`src/common/cnn_pkg.sv`:
```
package cnn_pkg;

    // Image and filter geometry
    localparam int PIX_W             = 8;
    localparam int IMG_QUADS         = 8;  // Quads per row of the 16x16 image
    localparam int BLOCKS_PER_ROW    = 7;  // 4x4 blocks at a stride of one quad
    localparam int BLOCKS_PER_FILTER = BLOCKS_PER_ROW * BLOCKS_PER_ROW;
    localparam int NUM_FILTERS       = 4;

    // Stream framing
    localparam int WORDS_PER_BLOCK   = 11;  // Header, nine windows, command
    localparam int LAST_PHASE        = WORDS_PER_BLOCK - 1;
    localparam int PARAMS_PER_FILTER = 10;  // Bias first, then the nine weights
    localparam int MAC_COUNT         = 9;

    // Address widths of the external RAMs
    localparam int IMG_ADDR_W  = 6;
    localparam int CONV_ADDR_W = 6;
    localparam int RES_ADDR_W  = 10;

    // Engine command: max-pool followed by ReLU
    localparam logic [PIX_W-1:0] CMD_POOL_RELU  = 8'hC1;
    localparam logic [PIX_W-1:0] CMD_POOL_PARAM = 8'h28;

    // Lane o holds pixel (o/2, o mod 2) of a 2x2 group
    typedef struct packed {
        logic [PIX_W-1:0] lane3;
        logic [PIX_W-1:0] lane2;
        logic [PIX_W-1:0] lane1;
        logic [PIX_W-1:0] lane0;
    } quad_t;

    typedef struct packed {
        logic [PIX_W-1:0] opcode;
        logic [PIX_W-1:0] mac_count;
        logic [PIX_W-1:0] spare1;
        logic [PIX_W-1:0] spare0;
    } cmd_t;

    // Header and command words reuse the lane bits as a command
    typedef union packed {
        quad_t win;
        cmd_t  cmd;
    } lane_word_u;

    typedef enum logic [1:0] {
        KIND_HEADER  = 2'd0,
        KIND_WINDOW  = 2'd1,
        KIND_COMMAND = 2'd2
    } word_kind_e;

    typedef struct packed {
        logic             valid;
        word_kind_e       kind;
        lane_word_u       lanes;
        logic [PIX_W-1:0] param;  // Bias, weight or command parameter
    } stream_word_t;

    typedef struct packed {
        logic       valid;
        logic [3:0] phase;     // 0 to LAST_PHASE
        logic [3:0] quad_sel;  // One-hot quad of the block, zero after phase 3
        logic       last;      // Final word of the frame
    } seq_tag_t;

    typedef struct packed {
        logic                  en;
        logic [1:0]            bank;
        logic [RES_ADDR_W-1:0] addr;
        logic [PIX_W-1:0]      data;
    } res_wr_t;

endpackage

```
`src/fetch/fetch_sequencer.sv`:
```
`timescale 1ns/10ps

module fetch_sequencer (
    input  logic                            clk,
    input  logic                            reset,
    input  logic                            start,
    output logic [cnn_pkg::IMG_ADDR_W-1:0]  image_addr,
    output logic [cnn_pkg::CONV_ADDR_W-1:0] conv_addr,
    output cnn_pkg::seq_tag_t               tag,
    output logic                            busy
);
    import cnn_pkg::*;

    logic       active;   // Phases are being issued
    logic [3:0] phase;
    logic [2:0] blk_col;
    logic [2:0] blk_row;
    logic [1:0] filt;
    logic [1:0] drain;    // Cycles left until the final word clears the pipeline

    logic       last_phase;
    logic       last_col;
    logic       last_row;
    logic       last_filt;
    logic       last_word;

    logic [3:0]            param_sel;
    logic [IMG_ADDR_W-1:0] quad_row;
    logic [IMG_ADDR_W-1:0] quad_col;

    assign last_phase = (phase == 4'(LAST_PHASE));
    assign last_col   = (blk_col == 3'(BLOCKS_PER_ROW - 1));
    assign last_row   = (blk_row == 3'(BLOCKS_PER_ROW - 1));
    assign last_filt  = (filt == 2'(NUM_FILTERS - 1));
    assign last_word  = active && last_phase && last_col && last_row && last_filt;

    assign busy = active || (drain != 2'd0);

    always_ff @(posedge clk) begin
        if (reset) begin
            active  <= 1'b0;
            phase   <= '0;
            blk_col <= '0;
            blk_row <= '0;
            filt    <= '0;
            drain   <= '0;
        end else begin
            if (drain != 2'd0)
                drain <= drain - 2'd1;

            if (!active) begin
                if (start && !busy) begin  // Restart at filter 0, block (0, 0)
                    active  <= 1'b1;
                    phase   <= '0;
                    blk_col <= '0;
                    blk_row <= '0;
                    filt    <= '0;
                end
            end else if (last_phase) begin
                phase <= '0;
                if (last_word) begin
                    active <= 1'b0;
                    drain  <= 2'd3;  // Tag delay, word register, done cycle
                end

                // Row-major over the blocks, then the next filter
                blk_col <= last_col ? 3'd0 : blk_col + 3'd1;
                if (last_col) begin
                    blk_row <= last_row ? 3'd0 : blk_row + 3'd1;
                    if (last_row)
                        filt <= last_filt ? 2'd0 : filt + 2'd1;
                end
            end else begin
                phase <= phase + 4'd1;
            end
        end
    end

    // Quad z of block (br, bc) sits at quad row br + z/2, quad column bc + z mod 2.
    // After phase 3 the read is harmless and its data is not captured.
    assign quad_row   = IMG_ADDR_W'(blk_row) + IMG_ADDR_W'(phase[1]);
    assign quad_col   = IMG_ADDR_W'(blk_col) + IMG_ADDR_W'(phase[0]);
    assign image_addr = quad_row * IMG_ADDR_W'(IMG_QUADS) + quad_col;

    // Bias, nine weights, then the last weight address is simply held
    assign param_sel = (phase > 4'(PARAMS_PER_FILTER - 1)) ?
                       4'(PARAMS_PER_FILTER - 1) : phase;
    assign conv_addr = CONV_ADDR_W'(filt) * CONV_ADDR_W'(PARAMS_PER_FILTER)
                     + CONV_ADDR_W'(param_sel);

    always_comb begin
        tag.valid    = active;
        tag.phase    = phase;
        tag.quad_sel = 4'b0000;
        if (active && (phase < 4'd4))
            tag.quad_sel = 4'b0001 << phase[1:0];
        tag.last     = last_word;
    end

endmodule

```
`src/fetch/window_buffer.sv`:
```
`timescale 1ns/10ps

module window_buffer (
    input  logic                       clk,
    input  logic                       reset,
    input  cnn_pkg::seq_tag_t          tag,
    input  cnn_pkg::quad_t             image_q,
    input  logic [cnn_pkg::PIX_W-1:0]  conv_q,
    output cnn_pkg::stream_word_t      stream,
    output logic                       done
);
    import cnn_pkg::*;

    seq_tag_t         tag_q;        // Lines up with the RAM read data
    logic [PIX_W-1:0] blk [4][4];   // Block pixels as [row][col]
    logic [3:0]       win_k;        // Weight index of a window phase
    logic [1:0]       win_dr;
    logic [1:0]       win_dc;
    quad_t            window;
    stream_word_t     next_word;
    logic             last_q;

    always_ff @(posedge clk) begin
        if (reset)
            tag_q <= '0;
        else
            tag_q <= tag;
    end

    // Quad z fills rows 2*(z/2)..+1 and columns 2*(z mod 2)..+1
    always_ff @(posedge clk) begin
        for (int z = 0; z < 4; z++) begin
            if (tag_q.valid && tag_q.quad_sel[z]) begin
                blk[2*(z/2)][2*(z%2)]         <= image_q.lane0;
                blk[2*(z/2)][2*(z%2) + 1]     <= image_q.lane1;
                blk[2*(z/2) + 1][2*(z%2)]     <= image_q.lane2;
                blk[2*(z/2) + 1][2*(z%2) + 1] <= image_q.lane3;
            end
        end
    end

    // Four output positions share the weight at offset (dr, dc).
    // The quads a window needs were all written in earlier cycles.
    always_comb begin
        win_k  = tag_q.phase - 4'd1;
        win_dr = 2'(win_k / 4'd3);
        win_dc = 2'(win_k % 4'd3);
        window.lane0 = blk[win_dr][win_dc];
        window.lane1 = blk[win_dr][win_dc + 2'd1];
        window.lane2 = blk[win_dr + 2'd1][win_dc];
        window.lane3 = blk[win_dr + 2'd1][win_dc + 2'd1];
    end

    always_comb begin
        next_word       = '0;
        next_word.valid = tag_q.valid;
        next_word.param = conv_q;
        if (tag_q.phase == 4'd0) begin
            next_word.kind                = KIND_HEADER;  // Param carries the bias
            next_word.lanes.cmd.opcode    = '0;
            next_word.lanes.cmd.mac_count = PIX_W'(MAC_COUNT);
        end else if (tag_q.phase == 4'(LAST_PHASE)) begin
            next_word.kind             = KIND_COMMAND;
            next_word.lanes.cmd.opcode = CMD_POOL_RELU;
            next_word.param            = CMD_POOL_PARAM;
        end else begin
            next_word.kind      = KIND_WINDOW;
            next_word.lanes.win = window;
        end
    end

    always_ff @(posedge clk) begin
        stream.kind  <= next_word.kind;
        stream.lanes <= next_word.lanes;
        stream.param <= next_word.param;
        if (reset) begin
            stream.valid <= 1'b0;
            last_q       <= 1'b0;
            done         <= 1'b0;
        end else begin
            stream.valid <= next_word.valid;
            last_q       <= tag_q.valid && tag_q.last;  // Final command word goes out
            done         <= last_q;
        end
    end

endmodule

```
`src/design/result_writeback.sv`:
```
`timescale 1ns/10ps

module result_writeback (
    input  logic                      clk,
    input  logic                      reset,
    input  logic                      start,
    input  logic                      result_valid,
    input  logic [cnn_pkg::PIX_W-1:0] result_data,
    output cnn_pkg::res_wr_t          res_wr
);
    import cnn_pkg::*;

    // Result count; low two bits pick the bank, the rest is the address
    logic [RES_ADDR_W+1:0] res_idx;
    logic [RES_ADDR_W+1:0] cur_idx;

    assign cur_idx = start ? '0 : res_idx;  // A new frame writes from bank 0, address 0

    always_ff @(posedge clk) begin
        res_wr.bank <= cur_idx[1:0];
        res_wr.addr <= cur_idx[RES_ADDR_W+1:2];
        res_wr.data <= result_data;
        if (reset) begin
            res_wr.en <= 1'b0;
            res_idx   <= '0;
        end else begin
            res_wr.en <= result_valid;
            if (result_valid)
                res_idx <= cur_idx + 1'b1;  // All four banks, then the next address
            else
                res_idx <= cur_idx;
        end
    end

endmodule

```
`src/design/cnn_layer12_top.sv`:
```
`timescale 1ns/10ps

module cnn_layer12_top (
    input  logic                            clk,
    input  logic                            reset,
    input  logic                            start,
    input  cnn_pkg::quad_t                  image_q,
    input  logic [cnn_pkg::PIX_W-1:0]       conv_q,
    input  logic                            result_valid,
    input  logic [cnn_pkg::PIX_W-1:0]       result_data,
    output logic [cnn_pkg::IMG_ADDR_W-1:0]  image_addr,
    output logic [cnn_pkg::CONV_ADDR_W-1:0] conv_addr,
    output cnn_pkg::stream_word_t           stream,
    output cnn_pkg::res_wr_t                res_wr,
    output logic                            busy,
    output logic                            done
);
    import cnn_pkg::*;

    seq_tag_t tag;       // Phase tag toward the window buffer
    logic     wb_start;  // Start as accepted by the sequencer

    // A start during a frame leaves the write-back index alone
    assign wb_start = start && !busy;

    fetch_sequencer i_fetch_sequencer (
        .clk        (clk),
        .reset      (reset),
        .start      (start),
        .image_addr (image_addr),
        .conv_addr  (conv_addr),
        .tag        (tag),
        .busy       (busy)
    );

    window_buffer i_window_buffer (
        .clk     (clk),
        .reset   (reset),
        .tag     (tag),
        .image_q (image_q),
        .conv_q  (conv_q),
        .stream  (stream),
        .done    (done)
    );

    result_writeback i_result_writeback (
        .clk          (clk),
        .reset        (reset),
        .start        (wb_start),
        .result_valid (result_valid),
        .result_data  (result_data),
        .res_wr       (res_wr)
    );

endmodule

```
`config.mk`:
```
export PLATFORM = sky130hd
export DESIGN_NAME = cnn_layer12_top
export DESIGN_NICKNAME = d
export VERILOG_FILES = /design/src/common/cnn_pkg.sv /design/src/fetch/fetch_sequencer.sv /design/src/fetch/window_buffer.sv /design/src/design/result_writeback.sv /design/src/design/cnn_layer12_top.sv
export SDC_FILE = /design/constraint.sdc
export NUM_CORES = 1
export LEC_CHECK = 0
export ABC_AREA = 0
export BUFFER_PORTS_ARGS = -buffer_cell sky130_fd_sc_hd__buf_2
export CAP_MARGIN = 20
export CORE_ASPECT_RATIO = 1.4
export CORE_MARGIN = 10
export CORE_UTILIZATION = 58
export CTS_CLUSTER_DIAMETER = 150
export CTS_CLUSTER_SIZE = 10
export DETAILED_ROUTE_END_ITERATION = 16
export PLACE_DENSITY = 0.79
export SYNTH_ARGS = -nofsm -noshare
export SYNTH_HDL_FRONTEND = slang
export SYNTH_SLANG_ARGS = --single-unit
```
`constraint.sdc`:
```
create_clock -name clk -period 5.04 [get_ports clk]
set_clock_uncertainty 0.15 [all_clocks]
set_input_delay 0.756 -clock clk [delete_from_list [all_inputs] [get_ports clk]]
set_output_delay 0.756 -clock clk [all_outputs]
set_load 0.005 [all_outputs]
```
==> metrics.yaml <==
status: "completed"
fin_ws_ps: 488
crit_path_start_kind: "register"
synth_top_family_by_area: "compound AO/OA/AOI/OAI gates"
cp-end-kind: "register"
yosysWarningCount: 0
final.setup.tns_ps: 0
synthSimpleGateAreaFrac_pct: 11.8
synth-adder-area-share_pct: 2.38
grt_start_max_net_pins: 118
r2r_cells: 17
antenna_cells: 0
drt-initial-drc-count: 516
netlist_instances: 892
via_count: 7486
hold_viol: 0
viasPerCell: 5.93
drv_slew: 0
grt_setup_unrepaired: "no"
h-tree-depth: 1
async_flop_share_pct: 0
synthXorXnorAreaFrac_pct: 1.93
routed_wl_um: 24600
num_rows: 57
peakVddDrop_uv: 280
overflow: 0
leakage_nw: 4.62
die-area_mm2: 0.0236
crit_type: "register to register"
yosysUniqueCellTypes: 61
fin_crit_ps: 4550
gp_congestion: 0.839
intPower_w: 0.00326
hold_ws_ps: 185
fmax_mhz: 220
num-fill-cells: 1324
chipWidth_um: 133
p_sw_share_pct: 25.3
remaining_drc_errors: 0
ys.flop_type: "edfxtp_1"
syn_avg_cell_area_um2: 11.6
track_usage_pct: 19.8
area_delta_synth_final_pct: 15.4
route.detailed.wl_per_inst_um: 19.5
die_h_um: 178
cts_root_buffer: "clkbuf_16"
switching_power_w: 0.00110
placed_area_mm2: 0.0111
core-area_mm2: 0.0174
cts_tree: "yes"
cp_max_fo: 30
min_path_cells: 1
timing_worst_slew_pin_value_ps: 1050
ys_ff_latch: 231
fin_area_mm2: 0.0119
nNetsFinal: 1078
pwr-share-seq_pct: 46.7
synth_edf_count: 128
slew-limit-headroom_pct: 29.6
ant_nets: 0
setup_viol: 0
cts.path.max_buffers: 3
clockPowerShare_pct: 39.0
final_cell_count_no_fill: 1262
drive_gt1_share_pct: 19.6
start_util_pct: 59.3
seq_area_frac_synth_pct: 57.2
detailed_place_hpwl_um: 16100
dp_cells: 1212
hp-class: "input port to register"
cts.reportedPaths.clkPinSlew_ps: 60
p_per_area_mw_per_mm2: 366
hold_buffers: 0
io_buffers: 129
netlist_area_mm2: 0.0103
cts_sinks: 231
fin_crit_sh_pct: 90.3
grt_pass1_wl_um: 38400
crit_arrival_ps: 4820
syn-num-nets: 963
antenna_found_initial: 2
dp_slack_ps: 261
cp.required_ps: 5310
insertion_delay_ps: 530
io_pins: 130
synth_compound_area_share_pct: 15.9
p_comb_share_pct: 14.3
drtPass1Iterations: 5
grt_pass1_vias: 7563
numCtsBuffers: 27
maxCapViolations: 0
synth.area.mux_share_pct: 7.39
-- layout by cell type, fill, tap and decap left out, drive strengths merged, types with 17 or more instances in the layout --
| cell type | count |
|---|---|
| inv | 17 |
| o21ai | 21 |
| a211oi | 53 |
| nor2b | 61 |
| dfxtp | 103 |
| buf | 145 |
| a22oi | 56 |
| and2 | 27 |
| edfxtp | 128 |
| clkbuf | 47 |
| nor2 | 37 |
| a21oi | 100 |
| nand2 | 32 |
| mux2i | 65 |
| ha | 18 |
-- per-stage QoR --
stage	util (%)	power [W]
CTS	68.3	0.00437
detailed placement	63.9	0.00268
global placement	63.9	0.00267
floorplan	-	0.00253
global route	68.4	0.00453
finish	68.4	0.00436
-- kinds of logic after synthesis --
| kind of cell | Yosys count |
|---|---|
| compound gates | 255 |
| mux | 75 |
| buf+inv | 75 |
| simple gates | 216 |
| fa+ha+maj | 19 |
| xor+xnor | 21 |
| flops | 231 |
-- final timing paths --
check / slack [ps] / from / endpoint
max: 490 / i_window_buffer.tag_q[5]$_SDFF_PP0_ / i_window_buffer.stream[34]$_SDFF_PP0_
min: 190 / result_data[2] / i_result_writeback.res_wr[2]$_DFF_P_
max reg2reg: 490 / i_window_buffer.tag_q[5]$_SDFF_PP0_ / i_window_buffer.stream[34]$_SDFF_PP0_
min reg2reg: 290 / i_window_buffer.last_q$_SDFF_PP0_ / i_window_buffer.done$_SDFF_PP0_
-- repair_timing --
action,CTS,global route
buffers inserted,0,1
resized for setup,0,4
setup endpoints to repair,0,29
-- registers in the layout, indices dropped and copies added, names as in the netlist --
register / cells
i_result_writeback.res_idx: 12
i_fetch_sequencer.filt: 2
i_window_buffer.done: 1
i_window_buffer.blk: 128
i_fetch_sequencer.blk_row: 3
i_window_buffer.tag_q: 9
i_window_buffer.stream: 43
i_window_buffer.next_word: 1
i_fetch_sequencer.phase: 4
i_fetch_sequencer.active: 1
i_window_buffer.last_q: 1
i_fetch_sequencer.drain: 2
i_fetch_sequencer.blk_col: 3
i_result_writeback.res_wr: 21
-- synth_stat cells (3+ instances only) --
cell / n / area share, %
buf_2: 16 / 0.78
and3_1: 7 / 0.42
nand3b_1: 5 / 0.36
buf_4: 5 / 0.36
inv_1: 15 / 0.55
nand2_1: 31 / 1.1
a211oi_1: 53 / 3.9
mux2i_1: 65 / 6.3
xnor2_1: 13 / 1.1
edfxtp_1: 128 / 37
nor3b_1: 4 / 0.29
nor2b_1: 61 / 3.7
nand2b_1: 9 / 0.55
a21oi_1: 100 / 4.8
nor2_1: 37 / 1.3
mux2_2: 10 / 1.1
ha_1: 18 / 2.2
and2_1: 26 / 1.6
or3_1: 3 / 0.18
nand3_1: 7 / 0.34
xor2_1: 6 / 0.51
nor3_1: 8 / 0.39
clkbuf_1: 33 / 1.2
a22oi_1: 56 / 4.1
dfxtp_1: 103 / 20
a221oi_1: 4 / 0.34
nand4_1: 3 / 0.18
buf_6: 4 / 0.44
o21ai_0: 19 / 0.92
-- area by class of cell --
| class | count | area [um2] | area share [%] |
|---|---|---|---|
| flip-flops and latches | 231 | 5910 | 49.6 |
| multi-input cells | 586 | 4100 | 34.4 |
| repair buffers | 146 | 795 | 6.67 |
| clock buffers | 46 | 747 | 6.27 |
| well taps | 236 | 295 | 2.48 |
| inverters | 15 | 56.3 | 0.473 |
| clock inverters | 2 | 17.5 | 0.147 |
-- critical path: stages, from the launching register on --
cell and delay (ps):
dfxtp_1 470, inv_1 210, ha_1 340, nand3b_1 110
o21ai_0 100, ha_1 200, inv_1 50, ha_1 140
nand2_1 130, o21ai_1 290, nand2_1 120, ha_1 310
nor3b_4 300, a21boi_2 310, o2111ai_1 220, nand2_2 560
a22oi_1 190, a21oi_1 220
-- layer usage --
layer	GRT usage, %	share of wire [%]	wire, um
met5	0	0.11	27
met4	6.53	2.5	605
met3	4.61	7.3	1790
met2	36.4	52	12800
met1	21.9	38	9360
-- power groups by stage --
stage,Clock [W],Sequential [W],Combinational (W)
after floorplan,0,0.00207,0.000452
after CTS,0.00172,0.00204,0.000611
after global placement,0,0.00208,0.000593
after global routing,0.00181,0.00204,0.000679
after detailed placement,0,0.00208,0.000607
final,0.00170,0.00204,0.000623
Power figures use the tool's default switching activity.
